**config.mk**
```make
export PLATFORM = sky130hd
export DESIGN_NAME = coreTop
export DESIGN_NICKNAME = d
export VERILOG_FILES = /design/src/hw/coreDefs.sv /design/src/hw/instrDecode.sv /design/src/hw/execUnit.sv /design/src/hw/regBank.sv /design/src/hw/coreTop.sv
export SDC_FILE = /design/constraint.sdc
export NUM_CORES = 1
export LEC_CHECK = 0
export ABC_CLOCK_PERIOD_IN_PS = 5030
export BUFFER_PORTS_ARGS = -buffer_cell sky130_fd_sc_hd__buf_2
export CORE_ASPECT_RATIO = 0.7
export CORE_UTILIZATION = 55
export DETAILED_ROUTE_END_ITERATION = 12
export MAX_ROUTING_LAYER = met4
export PLACE_DENSITY = 0.75
export SYNTH_ARGS = -nofsm -noshare
export SYNTH_HDL_FRONTEND = slang
export SYNTH_SLANG_ARGS = --single-unit
```
**constraint.sdc**
```tcl
create_clock -name fast_clock -period 5.03 [get_ports fast_clock]
set_input_delay 0.2515 -clock fast_clock [delete_from_list [all_inputs] [get_ports fast_clock]]
set_output_delay 0.2515 -clock fast_clock [all_outputs]
set_load 0.02 [all_outputs]
```
**src/hw/coreDefs.sv**
```systemverilog
package coreDefs;

    // Datapath sizes
    localparam int dataWidth    = 32;
    localparam int regCount     = 17;   // r0..r15 visible, entry 16 hidden
    localparam int regNumWidth  = 4;
    localparam int specialWidth = 4;

    // Instruction field positions
    localparam int opMsb  = 31;
    localparam int opLsb  = 28;
    localparam int rdMsb  = 27;
    localparam int rdLsb  = 24;
    localparam int rs1Msb = 23;
    localparam int rs1Lsb = 20;
    localparam int rs2Msb = 19;
    localparam int rs2Lsb = 16;
    localparam int immMsb = 15;
    localparam int immLsb = 0;
    localparam int immWidth = immMsb - immLsb + 1;

    // Special register numbers
    localparam logic [regNumWidth-1:0] pcReg       = 4'd15;
    localparam logic [regNumWidth-1:0] spReg       = 4'd14;
    localparam logic [regNumWidth-1:0] lrReg       = 4'd13;
    localparam logic [regNumWidth-1:0] sysCallReg  = 4'd7;
    localparam logic [regNumWidth-1:0] savedSpReg  = 4'd5;
    localparam logic [4:0]             kernelSpIndex = 5'd16; // Hidden kernel SP

    // Reset and entry constants
    localparam logic [dataWidth-1:0] userStackInit   = 32'd8191;
    localparam logic [dataWidth-1:0] kernelStackInit = 32'd6143;
    localparam logic [dataWidth-1:0] pcInit          = 32'd1;
    localparam logic [dataWidth-1:0] osStart         = 32'd2048;

    typedef enum logic [3:0] {
        opAdd         = 4'd0,
        opSub         = 4'd1,
        opAnd         = 4'd2,
        opOr          = 4'd3,
        opXor         = 4'd4,
        opAddi        = 4'd5,   // rd = rs1 + imm
        opLoad        = 4'd6,   // rd = mem[rs1 + imm]
        opBeq         = 4'd7,   // PC += imm when rs1 == rs2
        opSysCall     = 4'd8,
        opSysRet      = 4'd9,
        opCopySpecial = 4'd10,  // rd = zero-extended special reg
        opNop         = 4'd11
    } opcodeT;

    // How the bank retires an instruction
    typedef enum logic [2:0] {
        wbAlu     = 3'd0,
        wbMem     = 3'd1,
        wbSysCall = 3'd2,
        wbSysRet  = 3'd3,
        wbSpecial = 3'd4,
        wbNone    = 3'd5
    } wbKindT;

endpackage

```
**src/hw/instrDecode.sv**
```systemverilog
`timescale 1ns/100ps

module instrDecode
    import coreDefs::*;
(
    input  logic                   fast_clock,
    input  logic                   reset,
    input  logic                   instrValid,
    input  logic [dataWidth-1:0]   instrWord,
    output logic                   decValid,
    output opcodeT                 decOp,
    output wbKindT                 decWbKind,
    output logic [regNumWidth-1:0] decRd,
    output logic [regNumWidth-1:0] decRs1,
    output logic [regNumWidth-1:0] decRs2,
    output logic [dataWidth-1:0]   decImm
);

    logic [3:0]           rawOp;
    opcodeT               legalOp;
    wbKindT               wbKind;
    logic [dataWidth-1:0] immExt;

    assign rawOp  = instrWord[opMsb:opLsb];
    assign immExt = {{(dataWidth-immWidth){instrWord[immMsb]}}, instrWord[immMsb:immLsb]};

    // Unused opcode space decodes as a no-op
    always_comb begin
        case (rawOp)
            opAdd, opSub, opAnd, opOr, opXor,
            opAddi, opLoad, opBeq, opSysCall,
            opSysRet, opCopySpecial, opNop: legalOp = opcodeT'(rawOp);
            default:                        legalOp = opNop;
        endcase
    end

    always_comb begin
        case (legalOp)
            opLoad:        wbKind = wbMem;
            opSysCall:     wbKind = wbSysCall;
            opSysRet:      wbKind = wbSysRet;
            opCopySpecial: wbKind = wbSpecial;
            opBeq, opNop:  wbKind = wbNone;     // PC update only
            default:       wbKind = wbAlu;
        endcase
    end

    always_ff @(posedge fast_clock) begin
        if (reset) begin
            decValid <= 1'b0;
        end else begin
            decValid <= instrValid;             // One-cycle strobe
        end
    end

    // Fields stay put until the next instruction
    always_ff @(posedge fast_clock) begin
        if (instrValid) begin
            decOp     <= legalOp;
            decWbKind <= wbKind;
            decRd     <= instrWord[rdMsb:rdLsb];
            decRs1    <= instrWord[rs1Msb:rs1Lsb];
            decRs2    <= instrWord[rs2Msb:rs2Lsb];
            decImm    <= immExt;
        end
    end

    // No hazard logic, so strobes must be spaced by the pipeline depth
    instrSpacing: assert property (
        @(posedge fast_clock) disable iff (reset)
        instrValid |=> !instrValid [*3]
    ) else $error("instrValid strobes closer than four cycles");

endmodule

```
**src/hw/execUnit.sv**
```systemverilog
`timescale 1ns/100ps

module execUnit
    import coreDefs::*;
(
    input  logic                   fast_clock,
    input  logic                   reset,
    input  logic                   decValid,
    input  opcodeT                 decOp,
    input  wbKindT                 decWbKind,
    input  logic [regNumWidth-1:0] decRd,
    input  logic [dataWidth-1:0]   decImm,
    input  logic [dataWidth-1:0]   readDataA,
    input  logic [dataWidth-1:0]   readDataB,
    input  logic [dataWidth-1:0]   pcValue,
    output logic                   exValid,
    output wbKindT                 exWbKind,
    output logic [regNumWidth-1:0] exRd,
    output logic [dataWidth-1:0]   exResult,
    output logic [dataWidth-1:0]   exNextPc,
    output logic [dataWidth-1:0]   exSysNum,
    output logic                   memRead,
    output logic [dataWidth-1:0]   memAddr
);

    logic                   s1Valid;
    opcodeT                 s1Op;
    wbKindT                 s1WbKind;
    logic [regNumWidth-1:0] s1Rd;
    logic [dataWidth-1:0]   s1Imm;

    logic [dataWidth-1:0]   offsetSum;
    logic [dataWidth-1:0]   aluResult;
    logic                   branchTaken;
    logic [dataWidth-1:0]   nextPc;

    // Delay decode by one cycle to meet the registered bank reads
    always_ff @(posedge fast_clock) begin
        if (reset) begin
            s1Valid <= 1'b0;
        end else begin
            s1Valid <= decValid;
        end
    end

    always_ff @(posedge fast_clock) begin
        if (decValid) begin
            s1Op     <= decOp;
            s1WbKind <= decWbKind;
            s1Rd     <= decRd;
            s1Imm    <= decImm;
        end
    end

    assign offsetSum = readDataA + s1Imm;   // addi result and load address

    always_comb begin
        case (s1Op)
            opAdd:          aluResult = readDataA + readDataB;
            opSub:          aluResult = readDataA - readDataB;
            opAnd:          aluResult = readDataA & readDataB;
            opOr:           aluResult = readDataA | readDataB;
            opXor:          aluResult = readDataA ^ readDataB;
            opAddi, opLoad: aluResult = offsetSum;
            default:        aluResult = '0;
        endcase
    end

    assign branchTaken = (s1Op == opBeq) && (readDataA == readDataB);
    assign nextPc      = branchTaken ? pcValue + s1Imm : pcValue + 1'b1;

    always_ff @(posedge fast_clock) begin
        if (reset) begin
            exValid <= 1'b0;
            memRead <= 1'b0;
        end else begin
            exValid <= s1Valid;
            memRead <= s1Valid && (s1Op == opLoad);
        end
    end

    always_ff @(posedge fast_clock) begin
        if (s1Valid) begin
            exWbKind <= s1WbKind;
            exRd     <= s1Rd;
            exResult <= aluResult;
            exNextPc <= nextPc;     // Also the return address on a syscall
            exSysNum <= s1Imm;
            memAddr  <= offsetSum;
        end
    end

    // A read strobe belongs to a retiring load and lasts one cycle
    loadStrobe: assert property (
        @(posedge fast_clock) disable iff (reset)
        memRead |-> (exValid && exWbKind == wbMem) ##1 !memRead
    ) else $error("memRead not tied to a single load");

endmodule

```
**src/hw/regBank.sv**
```systemverilog
`timescale 1ns/100ps

module regBank
    import coreDefs::*;
(
    input  logic                    fast_clock,
    input  logic                    reset,
    input  logic [regNumWidth-1:0]  decRs1,
    input  logic [regNumWidth-1:0]  decRs2,
    input  logic                    exValid,
    input  wbKindT                  exWbKind,
    input  logic [regNumWidth-1:0]  exRd,
    input  logic [dataWidth-1:0]    exResult,
    input  logic [dataWidth-1:0]    exNextPc,
    input  logic [dataWidth-1:0]    exSysNum,
    input  logic [dataWidth-1:0]    memReadData,
    input  logic [specialWidth-1:0] specialReg,
    output logic [dataWidth-1:0]    readDataA,
    output logic [dataWidth-1:0]    readDataB,
    output logic [dataWidth-1:0]    pcValue,
    output logic [dataWidth-1:0]    currentPc,
    output logic [dataWidth-1:0]    currentSp,
    output logic                    retired,
    output logic [regNumWidth-1:0]  retiredDest,
    output logic [dataWidth-1:0]    retiredValue
);

    logic [dataWidth-1:0]   bank [regCount];

    logic                   rdWritable;
    logic                   writesRd;
    logic [dataWidth-1:0]   writeData;
    logic [dataWidth-1:0]   newPc;
    logic [regNumWidth-1:0] retireDest;
    logic [dataWidth-1:0]   retireValue;

    // SP and PC are only changed through the dedicated paths
    assign rdWritable = (exRd != spReg) && (exRd != pcReg);
    assign writesRd   = (exWbKind == wbAlu) || (exWbKind == wbMem) ||
                        (exWbKind == wbSpecial);

    always_comb begin
        case (exWbKind)
            wbMem:     writeData = memReadData;
            wbSpecial: writeData = {{(dataWidth-specialWidth){1'b0}}, specialReg};
            default:   writeData = exResult;
        endcase
    end

    always_comb begin
        case (exWbKind)
            wbSysCall: newPc = osStart;
            wbSysRet:  newPc = bank[lrReg];     // Back to the caller
            default:   newPc = exNextPc;
        endcase
    end

    // Syscall, sysret and no-op report the PC as their result
    assign retireDest  = writesRd ? exRd : pcReg;
    assign retireValue = writesRd ? writeData : newPc;

    // Registered read ports
    always_ff @(posedge fast_clock) begin
        readDataA <= bank[decRs1];
        readDataB <= bank[decRs2];
        pcValue   <= bank[pcReg];
    end

    always_ff @(posedge fast_clock) begin
        if (reset) begin
            for (int i = 0; i < regCount; i++) begin
                bank[i] <= '0;
            end
            bank[spReg]         <= userStackInit;
            bank[pcReg]         <= pcInit;
            bank[kernelSpIndex] <= kernelStackInit;
        end else if (exValid) begin
            case (exWbKind)
                wbAlu, wbMem, wbSpecial: begin
                    if (rdWritable) begin
                        bank[exRd] <= writeData;
                    end
                    bank[pcReg] <= newPc;
                end
                wbSysCall: begin
                    bank[savedSpReg] <= bank[spReg];         // Keep user SP
                    bank[lrReg]      <= exNextPc;            // Return address
                    bank[spReg]      <= bank[kernelSpIndex]; // Kernel stack
                    bank[pcReg]      <= newPc;
                    bank[sysCallReg] <= exSysNum;
                end
                wbSysRet: begin
                    bank[kernelSpIndex] <= bank[spReg];
                    bank[spReg]         <= bank[savedSpReg];
                    bank[pcReg]         <= newPc;
                end
                default: begin
                    bank[pcReg] <= newPc;
                end
            endcase
        end
    end

    assign currentPc = bank[pcReg];
    assign currentSp = bank[spReg];

    always_ff @(posedge fast_clock) begin
        if (reset) begin
            retired <= 1'b0;
        end else begin
            retired <= exValid;
        end
    end

    always_ff @(posedge fast_clock) begin
        if (exValid) begin
            retiredDest  <= retireDest;
            retiredValue <= retireValue;
        end
    end

    // PC moves only on a write-back and SP only on a system call or return
    protectedRegs: assert property (
        @(posedge fast_clock) disable iff (reset)
        !(exValid && (exWbKind == wbSysCall || exWbKind == wbSysRet)) |=>
            $stable(currentSp) && ($past(exValid) || $stable(currentPc))
    ) else $error("PC or SP changed outside its write-back path");

endmodule

```
**src/hw/coreTop.sv**
```systemverilog
`timescale 1ns/100ps

module coreTop
    import coreDefs::*;
(
    input  logic                    fast_clock,
    input  logic                    reset,
    input  logic                    instrValid,
    input  logic [dataWidth-1:0]    instrWord,
    input  logic [dataWidth-1:0]    memReadData,
    input  logic [specialWidth-1:0] specialReg,
    output logic [dataWidth-1:0]    memAddr,
    output logic                    memRead,
    output logic                    retired,
    output logic [regNumWidth-1:0]  retiredDest,
    output logic [dataWidth-1:0]    retiredValue,
    output logic [dataWidth-1:0]    currentPc,
    output logic [dataWidth-1:0]    currentSp
);

    // Decode stage
    logic                   decValid;
    opcodeT                 decOp;
    wbKindT                 decWbKind;
    logic [regNumWidth-1:0] decRd;
    logic [regNumWidth-1:0] decRs1;
    logic [regNumWidth-1:0] decRs2;
    logic [dataWidth-1:0]   decImm;

    // Execute stage
    logic                   exValid;
    wbKindT                 exWbKind;
    logic [regNumWidth-1:0] exRd;
    logic [dataWidth-1:0]   exResult;
    logic [dataWidth-1:0]   exNextPc;
    logic [dataWidth-1:0]   exSysNum;

    // Bank read ports
    logic [dataWidth-1:0]   readDataA;
    logic [dataWidth-1:0]   readDataB;
    logic [dataWidth-1:0]   pcValue;

    instrDecode u_instrDecode (
        .fast_clock (fast_clock),
        .reset      (reset),
        .instrValid (instrValid),
        .instrWord  (instrWord),
        .decValid   (decValid),
        .decOp      (decOp),
        .decWbKind  (decWbKind),
        .decRd      (decRd),
        .decRs1     (decRs1),
        .decRs2     (decRs2),
        .decImm     (decImm)
    );

    execUnit u_execUnit (
        .fast_clock (fast_clock),
        .reset      (reset),
        .decValid   (decValid),
        .decOp      (decOp),
        .decWbKind  (decWbKind),
        .decRd      (decRd),
        .decImm     (decImm),
        .readDataA  (readDataA),
        .readDataB  (readDataB),
        .pcValue    (pcValue),
        .exValid    (exValid),
        .exWbKind   (exWbKind),
        .exRd       (exRd),
        .exResult   (exResult),
        .exNextPc   (exNextPc),
        .exSysNum   (exSysNum),
        .memRead    (memRead),
        .memAddr    (memAddr)
    );

    regBank u_regBank (
        .fast_clock   (fast_clock),
        .reset        (reset),
        .decRs1       (decRs1),
        .decRs2       (decRs2),
        .exValid      (exValid),
        .exWbKind     (exWbKind),
        .exRd         (exRd),
        .exResult     (exResult),
        .exNextPc     (exNextPc),
        .exSysNum     (exSysNum),
        .memReadData  (memReadData),
        .specialReg   (specialReg),
        .readDataA    (readDataA),
        .readDataB    (readDataB),
        .pcValue      (pcValue),
        .currentPc    (currentPc),
        .currentSp    (currentSp),
        .retired      (retired),
        .retiredDest  (retiredDest),
        .retiredValue (retiredValue)
    );

endmodule

```
==> results of run 1 <==
## cell type report
class / count / area (µm²)
clock buffers: 109 / 2340
well taps: 1068 / 1340
flip-flops and latches: 862 / 24900
fillers: 5883 / 29500
inverters: 117 / 442
multi-input cells: 2293 / 19400
clock inverters: 52 / 647
repair buffers: 385 / 2580
diodes: 9 / 22.5
## where the power goes
part,internal [mW],total [mW],leakage (nW),switching (mW)
registers,8.20,8.50,8.53,0.300
logic,1.49,3.91,9.55,2.42
clock network,3.99,6.93,1.46,2.93
## synth_stat cells, types with 44 or more instances
cell type / n / area (µm²)
mux4_2: 320 / 7210
nand2_1: 160 / 601
and3_1: 76 / 475
edfxtp_1: 761 / 22900
dfxtp_1: 101 / 2020
nor2_1: 582 / 2180
a21oi_1: 160 / 801
inv_1: 115 / 432
clkbuf_1: 214 / 803
o21ai_0: 169 / 846
ha_1: 141 / 1760
nand3_1: 44 / 220
## worst register-to-register path, stage by stage (launching register included)
cell,delay (ps)
dfxtp_2,340
inv_2,40
ha_4,230
or4_4,560
or3_4,430
nor3_4,180
nand3_1,80
or3_4,370
ha_4,190
inv_4,60
fa_2,230
nor2b_2,50
o21ai_2,150
a21boi_2,90
o31a_1,330
o41a_1,410
a311o_2,530
nand3_2,130
o22ai_1,120
xor2_1,160
## state kept, by name, summed over array words and instances, names as in the netlist, 16 cells and up
signal	flops
u_execUnit.exSysNum	16
u_regBank.readDataA	32
u_execUnit.memAddr	32
u_execUnit.exNextPc	32
u_regBank.bank	544
u_regBank.pcValue	32
u_execUnit.exResult	32
u_regBank.retiredValue	32
u_regBank.readDataB	32
u_instrDecode.decImm	16
u_execUnit.s1Imm	16
## per-layer routing
| metal | track usage (%) | routed length (µm) | vias up |
|---|---|---|---|
| met5 | - | 0 | - |
| met4 | 9.85 | 4890 | 0 |
| li1 | - | - | 14000 |
| met2 | 50.7 | 65000 | 3094 |
| met3 | 18.5 | 30000 | 390 |
| met1 | 52.4 | 58500 | 17200 |
## stage by stage
step | utilization [%] | hold WS (ps) | total power, mW | cell area (µm²)
final | 63.7 | 71.2 | 19.3 | 51600
after detailed placement | 59.2 | 405 | 12.3 | 48000
after CTS | 63.4 | 36.1 | 19.1 | 51400
after global routing | 63.7 | 65.4 | 19.8 | 51600
after floorplan | - | 350 | 10.9 | 45400
after global placement | 59.2 | 401 | 12.3 | 48000
## placed cells by master, fill, tap and decap left out, drive strengths merged, types with 35 or more instances in the layout
cell type,instances
and3,76
clkbuf,109
a21oi,160
buf,351
mux4,320
nor2,582
nand2,160
edfxtp,761
a22oi,36
o21ai,172
inv,121
a22o,36
nand2b,35
ha,141
xnor2,43
dfxtp,101
a21o,38
nand3,45
## timing repair
item	CTS	global route
resized for setup	10	37
setup endpoints to repair	12	15
buffers inserted	2	7
cloned	0	1
hold buffers	34	0
pin swaps	4	17
hold endpoints to repair	35	0
## worst max path at each step
| stage | from | endpoint | slack [ps] | depth (start not counted) |
|---|---|---|---|---|
| floorplan | u_regBank.readDataA[14]$_DFF_P_ | u_execUnit.exNextPc[24]$_DFFE_PP_ | 70 | 20 |
| global placement | u_regBank.readDataB[1]$_DFF_P_ | u_execUnit.exNextPc[31]$_DFFE_PP_ | 4 | 18 |
| detailed placement | u_regBank.readDataB[1]$_DFF_P_ | u_execUnit.exNextPc[31]$_DFFE_PP_ | -170 | 18 |
| CTS | u_regBank.readDataB[15]$_DFF_P_ | u_execUnit.exNextPc[30]$_DFFE_PP_ | 3 | 21 |
| global route | u_regBank.readDataB[25]$_DFF_P_ | u_execUnit.exNextPc[31]$_DFFE_PP_ | -30 | 18 |
| finish | u_regBank.readDataA[17]$_DFF_P_ | u_execUnit.exNextPc[28]$_DFFE_PP_ | 110 | 19 |
## logic make-up after synthesis
kind of cell / after synthesis / share of synthesized area, %
AND/OR/NAND/NOR: 1047 / 10.2
flip-flops: 862 / 54.8
AO/OA/AOI/OAI: 687 / 9.98
buffers and inverters: 379 / 3.17
multiplexers: 346 / 16.5
adder cells (fa/ha/maj): 145 / 4.06
XOR/XNOR: 67 / 1.29
==> qor.txt, run 1 <==
status - finished, final reports clean
Via density - 7.08
Vias - 34700
gr ovfl total - 0
antenna violations before repair - 13
max incr delay on CP - 560 ps
kind of critical path - reg -> reg
NumNets Final - 3961
Detailed Route WL - 158000 µm
CP cell instances - inv_2, ha_4, or4_4, or3_4, nor3_4, nand3_1, or3_4, ha_4, inv_4, fa_2, nor2b_2, o21ai_2, a21boi_2, o31a_1, o41a_1, a311o_2, nand3_2, o22ai_1, xor2_1
Worst Tran Pin Value - 1260 ps
reg-to-reg critical path endpoint - u_execUnit.exNextPc[28]$_DFFE_PP_
Hold Path Class - in -> reg
TritonRoute pass-1 iters - 11
leak pwr - 19.5 nW
crit end category - flip-flop
#FFs+latches synth - 862
max-slew violations - 0
Power Dens Cells - 374 nW/µm²
Cells after Synth - 3533
synthesized area - 45400 µm²
Antenna Violating Nets Remaining - 0
setup slack after layout - 112 ps
CP Data Required Time - 5430 ps
EDFF count, synth - 761
crit path time final - 4920 ps
asr flop ratio synth - 0%
Worst Path Arrival - 5320 ps
Post-Place Setup Slack - -167 ps
# DRC - 0
core area - 81100 µm²
placer congestion estimate - 1.04
number of global-route vias before repair - 32400
# IOs - 205
RR Startpoint - u_regBank.readDataA[17]$_DFF_P_
Endpoint, Worst Hold - u_regBank.retiredValue[26]$_DFFE_PP_
die footprint - 83700 µm²
Area growth, synth to finish - 13.8%
Initial Util - 56.0%
Post-Layout Cell Count - 4895
TritonCTS Sinks - 862
Max FO, Critical Path - 8
clk buf depth - 3
total CTS buffers - 86
depth of the most critical reg-to-reg path - 19
CTS tree - built
Mean Syn Cell Area - 12.8 µm²
die height - 242 µm
die width - 345 µm
R2R Setup Slk - 110 ps
Max Clock Skew - 57.8 ps
clock slew seen by the registers of the worst setup and hold paths - 60 ps
Fin Setup TNS - 0 ps
Fin. Hold Viols - 0
Seq/Total Area, Yosys - 54.8%
max_slew headroom - 16.2%
Avg WL per Cell - 32.4 µm
Synth Flop Type - edfxtp_1
Syn Nets - 3749
distinct cell type count after synthesis - 79
critical path's top delay family - simple AND/OR/NAND/NOR gates
highest clock rate - 0.203 GHz
layout cell share with drive strength beyond 1 - 24.0%
VDD IR-drop max - 0.000267 V
CTS H-tree lvls - 3
startpoint of the lowest-slack hold path - memReadData[26]
Setup-failing EPs final - 0
Worst-Skew Late Latency - 680 ps
HPWL after detailed placement - 106000 µm
startpoint types - flip-flop
DR iter-0 viols - 6216
Max Cap Violations - 0
Bufs and invs on worst path - 2
row count - 87
fin crit share - 97.8%
Synth warnings - 0
overall routing resource usage - 38.3%
# port buffers - 204
# placed instances - 4681
Worst Hold Depth - 3
slowest cell on the critical path - or4_4
first-pass GRT wire length - 225000 µm
largest net degree at the start of global routing - 129
Root Buffer - clkbuf_16
Power figures use the tool's default switching activity.
==> run 2: changes to the inputs <==
Settings changed: ABC_CLOCK_PERIOD_IN_PS 5030 to 4000, GPL_TIMING_DRIVEN from default to 0.
Clock period 5.03 ns to 4 ns, I/O delays scaled along.
==> run 2 against run 1 <==
Compared with the run above: the run now ends with negative setup slack left; wire length grew 1.7%; maximum frequency shrank 1.5%; die area is the same; clock-buffer cell count shrank 10; largest power group unchanged; worst hold slack lost 11 ps; combinational power grew 28%.
==> qor.txt, run 2 (synthesis gave the netlist of run 1 again) <==
status - finished, violations left
violated checks - negative setup slack
fin util - 65.0% (+1.3 points)
most frequent cells in the layout - edfxtp_1, nor2_1, mux4_2, buf_2, clkbuf_1
max-slew violations - 0 (unchanged)
Multi-input gate area - 20000 µm² (+3.3%)
max incr delay on CP - 550 ps (about the same)
Vias - 34700 (+0.032%)
DR iter-0 viols - 5368 (-14%)
CP cell instances - inv_4, ha_4, or4_4, or3_4, nor3_4, nand3_1, or3_4, ha_4, inv_2, fa_2, nor2b_2, o21ai_2, a21boi_2, o31a_1, o41a_1, a311o_2, nand4_1, o31ai_4, xor2_1
Setup-failing EPs final - 74 (+74)
most common cell after layout, fill and taps aside - edfxtp_1
clock slew seen by the registers of the worst setup and hold paths - 60 ps (about the same)
Max Cap Violations - 0 (unchanged)
Largest Register - u_regBank.bank
largest net degree at the start of global routing - 49 (-62%)
TritonRoute pass-1 iters - 6 (-5)
RSZ-0062 raised after global routing - yes
CTS tree - built
Fin. Hold Viols - 0 (unchanged)
die height - 242 µm (unchanged)
number of global-route vias before repair - 32100 (-0.89%)
crit path time final - 4990 ps (+76.0 ps)
Max FO, Critical Path - 7 (-1)
clk buf depth - 3 (unchanged)
layout cell share with drive strength beyond 1 - 24.3% (+0.33 points)
Post-Place Setup Slack - -1910 ps (-1750 ps)
row count - 87 (unchanged)
Power Dens Cells - 463 nW/µm² (+24%)
# port buffers - 204 (unchanged)
overall routing resource usage - 39.2% (+0.82 points)
# IOs - 205 (unchanged)
CP Data Required Time - 4410 ps (-1020 ps)
FILL cells - 5942 (+1.0%)
TritonCTS Sinks - 862 (unchanged)
NumNets Final - 4127 (+4.2%)
Root Buffer - clkbuf_16
Area growth, synth to finish - 16.1%
Fin Setup TNS - -18140 ps (-18140 ps)
gr ovfl total - 0 (unchanged)
Worst Tran Pin Value - 1440 ps (+181 ps)
CTS H-tree lvls - 3 (unchanged)
Antenna Violating Nets Remaining - 0 (unchanged)
Hold Path Class - in -> reg
register area - 24900 µm² (+0.21%)
Worst-Skew Late Latency - 690 ps (about the same)
Detailed Route WL - 161000 µm (+1.7%)
total CTS buffers - 85 (-1.2%)
Via density - 6.85 (-3.2%)
core area - 81100 µm² (unchanged)
Post-Layout Cell Count - 5059 (+3.4%)
HPWL after detailed placement - 123000 µm (+15%)
first-pass GRT wire length - 226000 µm (+0.50%)
# placed instances - 4811 (+2.8%)
Initial Util - 56.0% (unchanged)
Max Clock Skew - 48.8 ps (-8.95 ps)
kind of critical path - reg -> reg
Avg WL per Cell - 31.8 µm (-1.6%)
placer congestion estimate - 1.01 (-3.2%)
flip-flop count of the largest register after layout - 544 (unchanged)
leak pwr - 19.6 nW (+0.49%)
Worst Path Arrival - 5400 ps (+80 ps)
die width - 345 µm (unchanged)
setup slack after layout - -994 ps (-1110 ps)
VDD IR-drop max - 0.000413 V (+55%)
# DRC - 0 (unchanged)
antenna violations before repair - 18 (+5)
highest clock rate - 0.200 GHz (-1.5%)
die footprint - 83700 µm² (unchanged)
crit end category - flip-flop
max_slew headroom - 3.45% (-13 points)
startpoint types - flip-flop
fin crit share - 125% (+27 points)
slowest cell on the critical path - or4_4
[run 2: cell count changes in the layout (fill, tap and decap cells not counted), moves of 9 or more]
cell	change
inv_1	-9
a21oi_1	-14
buf_6	+12
a21oi_2	+14
dfxtp_2	+11
ha_4	+15
dfxtp_4	+10
dfxtp_1	-21
buf_4	-91
clkbuf_1	+185
ha_1	-18
buf_1	+37
clkbuf_2	+16
[run 2: final timing paths]
check | startpoint | endpoint | slack [ps] | cells after the start
worst max register to register | u_regBank.readDataA[15]$_DFF_P_ | u_execUnit.exNextPc[24]$_DFFE_PP_ | -990 | 19
worst min-delay path | memReadData[28] | u_regBank.retiredValue[28]$_DFFE_PP_ | 60 | 3
worst min register to register | u_instrDecode.decRd[1]$_DFFE_PP_ | u_execUnit.s1Rd[1]$_DFFE_PP_ | 410 | 0
worst max-delay path | u_regBank.readDataA[15]$_DFF_P_ | u_execUnit.exNextPc[24]$_DFFE_PP_ | -990 | 19
[run 2: final cells by class]
cell class              count  area share [%]
well taps                1068            2.53
inverters                 117           0.866
flip-flops and latches    862            47.3
clock buffers              99            4.25
plain buffers             252            1.92
diodes                      7          0.0332
multi-input cells        2292            38.0
repair buffers            301            3.70
clock inverters            61            1.40
[run 2: worst max-delay path, delay by kind of cell (launching register included)]
family	cells	cell delay, ps
and+or+nand+nor	7	1830
AOI/OAI and AO/OA	6	1630
adders and majority gates	3	620
DFF	1	370
xor gates and xnor gates	1	160
buffers and inverters	2	100
[run 2: stage by stage]
step | cell area [µm²] | hold WS (ps) | power, mW
4_1_cts | 52200 | 10.5 | 24.1
3_3_place_gp | 47900 | 377 | 15.4
2_1_floorplan | 45600 | 299 | 13.7
3_5_place_dp | 48100 | 378 | 15.4
6_report | 52700 | 59.8 | 24.4
5_1_grt | 52700 | 60.9 | 25.0
[run 2: timing repair]
action	CTS	global route
gates cloned	0	0
pin swaps	37	38
resized for setup	119	127
setup endpoints to repair	543	480
buffers inserted	36	22
hold endpoints to repair	35	0
hold buffers	34	0
[run 2: metal layers]
layer | GRT usage, % | vias to the layer above | wire, µm
met4 | 10.6 | 0 | 4990
met3 | 14.6 | 310 | 27000
li1 | - | 14400 | -
met5 | - | - | 0
met1 | 55.7 | 17200 | 63000
met2 | 52.5 | 2819 | 66200
[run 2: power breakdown]
group          total (mW)  leakage (nW)  switching [mW]  internal [mW]
Combinational        4.99          9.65            3.10           1.90
Sequential           10.8          8.54           0.442           10.3
Clock                8.65          1.44            3.78           4.87
